## src/verilog/nodeReturnPkg.sv

```systemverilog
package nodeReturnPkg;

	// ====================
	// return path widths
	// ====================

	// data word returned to the core
	localparam int DataWidth = 64;

	// core transaction tag
	localparam int TagWidth = 8;

	// size code of the returned word
	localparam int SizeWidth = 3;

	// ====================
	// return word
	// ====================

	// size sits on top, data at the bottom, 75 bits in all
	typedef struct packed {
		logic [SizeWidth-1:0] size;
		logic [TagWidth-1:0] tag;
		logic [DataWidth-1:0] data;
	} returnWord_t;

	// ====================
	// return sources
	// ====================

	// grant of the return arbiter
	// srcNone means no word this cycle
	typedef enum logic [1:0] {
		srcNone = 2'd0,
		srcLocal = 2'd1,
		srcStream = 2'd2,
		srcNet = 2'd3
	} returnSource_e;

endpackage
```

## src/verilog/nodeReturnPath.sv

```systemverilog
`timescale 1ns/10ps

module nodeReturnPath #(
	parameter int TickScale = 20,
	parameter int FifoDepth = 16
) (
	input logic EXTCLK,
	input logic reset,
	// reset requests from subsystems
	input logic msgrResetReq,
	input logic contextResetReq,
	// interrupt interface
	input logic intReq,
	input logic intAck,
	input logic intEnable,
	// core status
	input logic coreEmpty,
	input logic msgBreakpoint,
	// stream return channel
	input logic streamWrite,
	input nodeReturnPkg::returnWord_t streamWord,
	// network return channel
	input logic netWrite,
	input nodeReturnPkg::returnWord_t netWord,
	// local memory return channel
	input logic localReady,
	input nodeReturnPkg::returnWord_t localWord,
	output logic localRead,
	// return data toward the core
	output logic coreReady,
	output nodeReturnPkg::returnWord_t coreWord,
	// control outputs
	output logic tick,
	output logic coreStop,
	output logic msgIntReq
);

	import nodeReturnPkg::*;

	logic sysReset;

	logic streamEmpty;
	logic streamRead;
	returnWord_t streamHead;

	logic netEmpty;
	logic netRead;
	returnWord_t netHead;

	// ====================
	// reset, tick and interrupt glue
	// ====================

	nodeControl #(
		.TickScale(TickScale)
	) u_control (
		.EXTCLK(EXTCLK),
		.reset(reset),
		.msgrResetReq(msgrResetReq),
		.contextResetReq(contextResetReq),
		.intReq(intReq),
		.intAck(intAck),
		.intEnable(intEnable),
		.coreEmpty(coreEmpty),
		.msgBreakpoint(msgBreakpoint),
		.sysReset(sysReset),
		.tick(tick),
		.coreStop(coreStop),
		.msgIntReq(msgIntReq)
	);

	// ====================
	// return FIFOs
	// ====================

	returnFifo #(
		.FifoDepth(FifoDepth)
	) u_streamFifo (
		.EXTCLK(EXTCLK),
		.sysReset(sysReset),
		.write(streamWrite),
		.writeWord(streamWord),
		.read(streamRead),
		.empty(streamEmpty),
		.head(streamHead)
	);

	returnFifo #(
		.FifoDepth(FifoDepth)
	) u_netFifo (
		.EXTCLK(EXTCLK),
		.sysReset(sysReset),
		.write(netWrite),
		.writeWord(netWord),
		.read(netRead),
		.empty(netEmpty),
		.head(netHead)
	);

	// network first, then stream, then local
	returnArbiter u_arbiter (
		.EXTCLK(EXTCLK),
		.sysReset(sysReset),
		.netEmpty(netEmpty),
		.netHead(netHead),
		.netRead(netRead),
		.streamEmpty(streamEmpty),
		.streamHead(streamHead),
		.streamRead(streamRead),
		.localReady(localReady),
		.localWord(localWord),
		.localRead(localRead),
		.coreReady(coreReady),
		.coreWord(coreWord)
	);

endmodule

```

## src/verilog/returnArbiter.sv

```systemverilog
`timescale 1ns/10ps

module returnArbiter (
	input logic EXTCLK,
	input logic sysReset,
	// network FIFO, highest priority
	input logic netEmpty,
	input nodeReturnPkg::returnWord_t netHead,
	output logic netRead,
	// stream FIFO, middle priority
	input logic streamEmpty,
	input nodeReturnPkg::returnWord_t streamHead,
	output logic streamRead,
	// local memory channel, lowest priority
	input logic localReady,
	input nodeReturnPkg::returnWord_t localWord,
	output logic localRead,
	// toward the core
	output logic coreReady,
	output nodeReturnPkg::returnWord_t coreWord
);

	import nodeReturnPkg::*;

	returnSource_e grant;
	returnSource_e grantReg;
	returnWord_t selectedWord;

	// ====================
	// priority select
	// ====================

	always_comb
	begin
		if (!netEmpty)
		begin
			grant = srcNet;
		end
		else if (!streamEmpty)
		begin
			grant = srcStream;
		end
		else if (localReady)
		begin
			grant = srcLocal;
		end
		else
		begin
			grant = srcNone;
		end
	end

	// read strobes take effect at the same edge as the output register
	assign netRead = (grant == srcNet);
	assign streamRead = (grant == srcStream);
	assign localRead = (grant == srcLocal);

	always_comb
	begin
		case (grant)
			srcNet: selectedWord = netHead;
			srcStream: selectedWord = streamHead;
			default: selectedWord = localWord;
		endcase
	end

	// ====================
	// output register
	// ====================

	// registered grant doubles as the core strobe
	always_ff @(posedge EXTCLK)
	begin
		if (sysReset)
		begin
			grantReg <= srcNone;
		end
		else
		begin
			grantReg <= grant;
		end
	end

	// word only loads when something was granted
	always_ff @(posedge EXTCLK)
	begin
		if (grant != srcNone)
		begin
			coreWord <= selectedWord;
		end
	end

	assign coreReady = (grantReg != srcNone);

	// one source is served per cycle across all three channels
	singleReadStrobe: assert property (
		@(posedge EXTCLK) disable iff (sysReset)
		$onehot0({netRead, streamRead, localRead})
	) else $error("more than one return source read in one cycle");

endmodule

```

## src/verilog/returnFifo.sv

```systemverilog
`timescale 1ns/10ps

module returnFifo #(
	parameter int FifoDepth = 16
) (
	input logic EXTCLK,
	input logic sysReset,
	// write side, one word per strobe
	input logic write,
	input nodeReturnPkg::returnWord_t writeWord,
	// read side toward the arbiter
	input logic read,
	output logic empty,
	output nodeReturnPkg::returnWord_t head
);

	import nodeReturnPkg::*;

	localparam int AddrWidth = (FifoDepth > 1) ? $clog2(FifoDepth) : 1;
	localparam logic [AddrWidth:0] FullCount = (AddrWidth + 1)'(FifoDepth);

	returnWord_t storage [FifoDepth];

	logic [AddrWidth-1:0] wrPtr;
	logic [AddrWidth-1:0] rdPtr;
	logic [AddrWidth:0] fillCount;
	logic full;
	logic wrEn;
	logic rdEn;

	assign full = (fillCount == FullCount);
	assign empty = (fillCount == '0);

	// a bad strobe must not corrupt the pointers
	assign wrEn = write & ~full;
	assign rdEn = read & ~empty;

	// oldest word is visible without a read
	assign head = storage[rdPtr];

	// ====================
	// storage
	// ====================

	always_ff @(posedge EXTCLK)
	begin
		if (wrEn)
		begin
			storage[wrPtr] <= writeWord;
		end
	end

	// ====================
	// pointers and fill count
	// ====================

	always_ff @(posedge EXTCLK)
	begin
		if (sysReset)
		begin
			wrPtr <= '0;
			rdPtr <= '0;
			fillCount <= '0;
		end
		else
		begin
			if (wrEn)
			begin
				wrPtr <= wrPtr + 1'b1;
			end
			if (rdEn)
			begin
				rdPtr <= rdPtr + 1'b1;
			end
			case ({wrEn, rdEn})
				2'b10: fillCount <= fillCount + 1'b1;
				2'b01: fillCount <= fillCount - 1'b1;
				default: fillCount <= fillCount;
			endcase
		end
	end

	// sources have no back-pressure, so they must never overrun
	noWriteWhenFull: assert property (
		@(posedge EXTCLK) disable iff (sysReset)
		write |-> !full
	) else $error("return FIFO written while full");

	// the arbiter only reads a channel it saw as non-empty
	noReadWhenEmpty: assert property (
		@(posedge EXTCLK) disable iff (sysReset)
		read |-> !empty
	) else $error("return FIFO read while empty");

endmodule

```

## src/verilog/nodeControl.sv

```systemverilog
`timescale 1ns/10ps

module nodeControl #(
	parameter int TickScale = 20
) (
	input logic EXTCLK,
	input logic reset,
	// reset requests from the messenger and the context controller
	input logic msgrResetReq,
	input logic contextResetReq,
	// interrupt request and acknowledge
	input logic intReq,
	input logic intAck,
	input logic intEnable,
	// core status
	input logic coreEmpty,
	input logic msgBreakpoint,
	output logic sysReset,
	output logic tick,
	output logic coreStop,
	output logic msgIntReq
);

	// counter wide enough to hold TickScale-1
	localparam int CountWidth = (TickScale > 1) ? $clog2(TickScale) : 1;
	localparam logic [CountWidth-1:0] LastCount = CountWidth'(TickScale - 1);

	logic [CountWidth-1:0] tickCount;
	logic tickDue;
	logic intIssued;
	logic intLaunch;

	// ====================
	// reset filter
	// ====================

	// any request holds the node in reset for the following cycle
	always_ff @(posedge EXTCLK)
	begin
		sysReset <= reset | msgrResetReq | contextResetReq;
	end

	// ====================
	// tick generator
	// ====================

	assign tickDue = (tickCount == LastCount);

	// counter wraps on the cycle it raises the tick
	always_ff @(posedge EXTCLK)
	begin
		if (sysReset)
		begin
			tickCount <= '0;
			tick <= 1'b0;
		end
		else
		begin
			tickCount <= tickDue ? '0 : tickCount + 1'b1;
			tick <= tickDue;
		end
	end

	// ====================
	// interrupt sequencer
	// ====================

	// message request only once the core has drained
	assign intLaunch = coreStop & coreEmpty & ~msgBreakpoint & ~intIssued;

	always_ff @(posedge EXTCLK)
	begin
		if (sysReset)
		begin
			coreStop <= 1'b0;
			msgIntReq <= 1'b0;
			intIssued <= 1'b0;
		end
		else
		begin
			// stop flag held until acknowledged or disabled
			coreStop <= (coreStop | intReq) & ~intAck & intEnable;
			msgIntReq <= intLaunch;
			// one request per stop episode
			intIssued <= (intIssued | intLaunch) & coreStop;
		end
	end

	// the messenger sees a single-cycle request per episode
	msgIntSinglePulse: assert property (
		@(posedge EXTCLK) disable iff (sysReset)
		msgIntReq |=> !msgIntReq
	) else $error("msgIntReq high on two consecutive cycles");

endmodule

```

## config.mk

```make
export PLATFORM = sky130hd
export DESIGN_NAME = nodeReturnPath
export DESIGN_NICKNAME = d
export VERILOG_FILES = /design/src/verilog/nodeReturnPkg.sv /design/src/verilog/nodeReturnPath.sv /design/src/verilog/returnArbiter.sv /design/src/verilog/returnFifo.sv /design/src/verilog/nodeControl.sv
export SDC_FILE = /design/constraint.sdc
export NUM_CORES = 2
export LEC_CHECK = 0
export BUFFER_PORTS_ARGS = -buffer_cell sky130_fd_sc_hd__buf_2
export CAP_MARGIN = 20
export CORE_UTILIZATION = 44
export CTS_CLUSTER_SIZE = 25
export DETAILED_ROUTE_END_ITERATION = 8
export GPL_ROUTABILITY_DRIVEN = 0
export HOLD_SLACK_MARGIN = 0.06
export PLACE_DENSITY = 0.7
export SKIP_LAST_GASP = 1
export SYNTH_ARGS = -nofsm -noshare
export SYNTH_HDL_FRONTEND = slang
export SYNTH_HIERARCHICAL = 1
export SYNTH_SLANG_ARGS = --single-unit
```

## constraint.sdc

```tcl
create_clock -name EXTCLK -period 9 [get_ports EXTCLK]
set_input_delay 0.9 -clock EXTCLK [delete_from_list [all_inputs] [get_ports EXTCLK]]
set_output_delay 0.9 -clock EXTCLK [all_outputs]
set_load 0.03 [all_outputs]
```

==> key figures <==
Placed design
  – # placed instances: 7306
  – Port Buffer Count: 316
  – DP HPWL: 132000 microns

GRT
  – Pin count of the biggest net entering global routing: 144
  – Remaining global-route overflow: 0
  – Number of antenna violations at the first check in global routing: 86
  – Wire length of the first global-routing pass: 341000 microns
  – Combined global-route utilization of all metal layers: 0.220
  – Vias in the first global route: 46500

Synthesis
  – Average instance area after synthesis: 22.4 sq um
  – Number of enable-type register cells in the synthesized netlist: 2475
  – Yosys warning total: 6
  – Most frequently used flop master after synthesis: edfxtp_1
  – Distinct cell type count of the synthesized netlist: 55
  – Proportion of synthesized chip area in sequential cells: 0.785
  – Flip-flop and latch count after synthesis: 2521
  – Leading area contributor after synthesis: edfxtp_1
  – Top-area cell type share of the netlist area: 0.775
  – Share of flip-flops with an asynchronous set or reset after synthesis: 0
  – Area of the mapped netlist: 0.0959 sq mm
  – Gate count after technology mapping: 4290
  – Syn Nets: 4544
  – Dominant cells by area after synthesis: edfxtp_1, mux4_2, a22oi_1, dfxtp_1, mux2i_1

Critical path
  – Delay of the slowest critical-path stage: 690 ps
  – Kind of critical path: reg -> reg
  – Start point of the critical path: u_netFifo/fillCount[2]
  – Beginning of the worst register-to-register path: u_netFifo/fillCount[2]
  – CP arrival: 5280 ps
  – Slowest stage cell on the critical path: buf_4
  – Maximum net fanout on the critical path: 78
  – Kind of end point of the critical path: register
  – Kind of start point of the critical path: register
  – Sequence of cells on the critical path: or4_4 > nor2_4 > buf_4 > inv_1 > nor2_1 > o21ai_4 > inv_1 > ha_1 > xor2_1 > ha_1 > o31ai_1 > o22ai_1 > nand4bb_1
  – CP required: 9760 ps

Timing
  – Final min period: 4520 ps
  – Unrepaired setup endpoints after global routing: no
  – Number of hold-slack violations in the final timing report: 0
  – Pin slew with the least headroom to its limit: 1100 ps
  – Slew margin rel.: 0.267
  – Final Max Tran Viols: 0
  – Final clock skew: 49.2 ps
  – Post-Route Setup TNS: 0 ps
  – Count of endpoints failing setup in the final report: 0
  – Post-route clock period utilization: 0.502
  – Achievable clock frequency: 0.221 GHz

Power and ir drop
  – Leakage power: 34.6 nW
  – Power per Cell Area: 219 mW/mm^2
  – Worst IR drop on VDD: 0.000222 V
  – Total power: 0.0239 W

Layout
  – Register area: 0.0753 sq mm
  – Number of nets in the final layout: 4958
  – Fraction of final layout cells sized beyond drive strength 1: 0.291
  – Total area of multi-input combinational cells: 0.0196 sq mm
  – Fillers: 16800
  – Util after Layout: 0.506
  – Filler-free cell count of the finished design: 7768
  – Signed area change from the synthesized netlist to the final layout: 13.7%

Routing
  – Antenna-violating nets left: 0
  – Routed vias: 46900
  – Number of DRC markers in iteration 0: 5242
  – Final Routed Wirelength: 243000 microns
  – Count of unresolved DRC violations after routing: 0
  – Post-detailed-route via-to-cell ratio: 6.04
  – Wire length per cell after detailed routing: 31.3 microns
  – Number of search-and-repair iterations in the first detailed-routing pass: 7

Clock network
  – Skew-Pair Late Insertion Delay: 890 ps
  – Number of instances resized during post-cts repair: 0
  – Clk Tree Root Cell: clkbuf_16
  – Maximum clock path buffer count: 3
  – CTS buffer count: 234
  – Depth of the CTS H-tree: 4
  – Clock tree from TritonCTS: done
  – Clock sinks: 2521
  – Number of setup buffers added after CTS: 0
  – Hold-fix buffers at CTS: 0
  – Clock-pin slew on the worst setup and hold paths: 60 ps

Floorplan
  – Width of the die: 469 microns
  – Effective utilization at floorplan: 0.445
  – I/O Pins: 317
  – Vertical extent of the die: 469 microns
  – Core region area: 0.216 sq mm
  – Rows: 170
  – Die area: 0.220 sq mm

Flow run
  – Total of max-cap violations: 0

Hold path
  – Worst hold start: intAck
  – Class of the tightest hold or removal check: in -> reg

Outcome
  – Result of the run: complete, no violations
-- critical path: cells and delay by family, from the launching register on --
kind | cells | cell delay [ps]
AOI/OAI and AO/OA | 3 | 660
buffers and inverters | 3 | 1210
adders and majority gates | 2 | 630
xor gates and xnor gates | 1 | 140
DFF | 1 | 410
and+or+nand+nor | 4 | 1260
-- cell families (layout without fill, tap and decap cells) --
family	count (synthesis)	after routing	share of synthesized area
xor gates and xnor gates	16	16	0.00146
DFF	2521	2521	0.785
muxes	681	681	0.149
other	0	25	0
and+or+nand+nor	373	373	0.0168
adders and majority gates	17	17	0.00222
AOI/OAI and AO/OA	422	422	0.0317
buffers and inverters	260	875	0.0138
-- final cells by class --
cell class	instances	share of cell area
sequential	2521	0.690
tap	2838	0.0326
multi-input combinational	1509	0.180
antenna	25	0.000574
timing repair buffer	422	0.0223
clock inverter	159	0.0186
clock buffer	278	0.0556
inverter	16	0.000551
-- state kept, by name, indices dropped and copies added (netlist names), named ones only --
name,count
u_streamFifo/wrPtr,4
u_netFifo/storage,1200
u_control/coreStop,1
u_streamFifo/fillCount,5
u_streamFifo/storage,1200
u_netFifo/fillCount,5
u_control/tickCount,5
u_control/tick,1
u_arbiter/grantReg,2
u_control/intIssued,1
u_control/msgIntReq,1
u_streamFifo/rdPtr,4
u_arbiter/coreWord,75
u_netFifo/wrPtr,4
u_control/sysReset,1
u_netFifo/rdPtr,4
-- worst paths after layout --
check                              end  slack, ps  cells past startpoint
max reg2reg  u_streamFifo/fillCount[4]       4480                     13
max          u_streamFifo/fillCount[4]       4480                     13
min                 u_control/coreStop        170                      2
min reg2reg        u_control/msgIntReq        440                      1
-- metal layers --
metal / wire [microns] / share of wire / track usage / vias up
met4: 7880 / 0.032 / 0.0775 / 54
met3: 22600 / 0.093 / 0.0491 / 382
met5: 351 / 0.0014 / 0 / -
met1: 93700 / 0.39 / 0.298 / 24900
li1: - / - / - / 19000
met2: 119000 / 0.49 / 0.352 / 2524
-- cells in the mapped netlist (3+ instances only) --
library cell / number
or3_1: 3
mux2i_1: 81
a21oi_1: 78
o2111ai_1: 4
nor3_1: 14
a21o_1: 4
buf_1: 39
buf_6: 11
buf_2: 45
xor2_1: 13
inv_1: 14
nand3b_1: 6
a22oi_1: 300
o211ai_2: 4
o21a_1: 6
buf_4: 34
dfxtp_1: 46
xnor2_1: 3
edfxtp_1: 2475
mux4_2: 600
nand2b_1: 5
o21ai_0: 3
nand3_1: 5
nor2b_1: 10
nor2_1: 136
and3_1: 5
buf_8: 7
clkbuf_1: 108
ha_1: 17
and2_1: 4
nand2_1: 167
-- per-stage QoR --
stage	cell area, sq um	worst slack (ps)	hold slack [ps]
after floorplan	95900	2170	400
after global placement	101000	4610	408
after detailed placement	101000	4600	415
after CTS	109000	4560	102
after global routing	109000	4260	142
final	109000	4480	169
-- cells in the final DEF, fill, tap and decap left out, types with 4 or more instances in the layout --
cell and count:
clkinvlp_4 8, edfxtp_1 2475, clkinv_1 50, and3_1 5, nand3_1 5, clkinv_8 4, a21oi_1 78, buf_4 102
inv_1 14, clkbuf_16 236, xor2_1 13, clkinv_16 5, a21o_1 4, mux2i_1 81, nand2_1 167, nor2b_4 4
mux4_2 600, nor3_2 8, nor2b_1 6, nor2_1 108, o2111ai_1 4, clkbuf_1 42, o21a_1 6, nand2b_1 5
nor2_4 28, nor3_1 6, diode_2 25, bufinv_16 42, buf_12 4, a22oi_1 300, nand3b_1 6, buf_2 316
ha_1 17, clkinv_2 46, dfxtp_1 42, o211ai_2 4, dfxtp_4 4
-- power by group --
part	leakage, nW	internal (W)	switching, W	total [W]
registers	22.8	0.0130	0.0000568	0.0130
clock network	3.93	0.00602	0.00430	0.0103
logic	7.86	0.000151	0.000426	0.000576
total	34.6	0.0192	0.00478	0.0239
(Power assumes the default switching activity.)
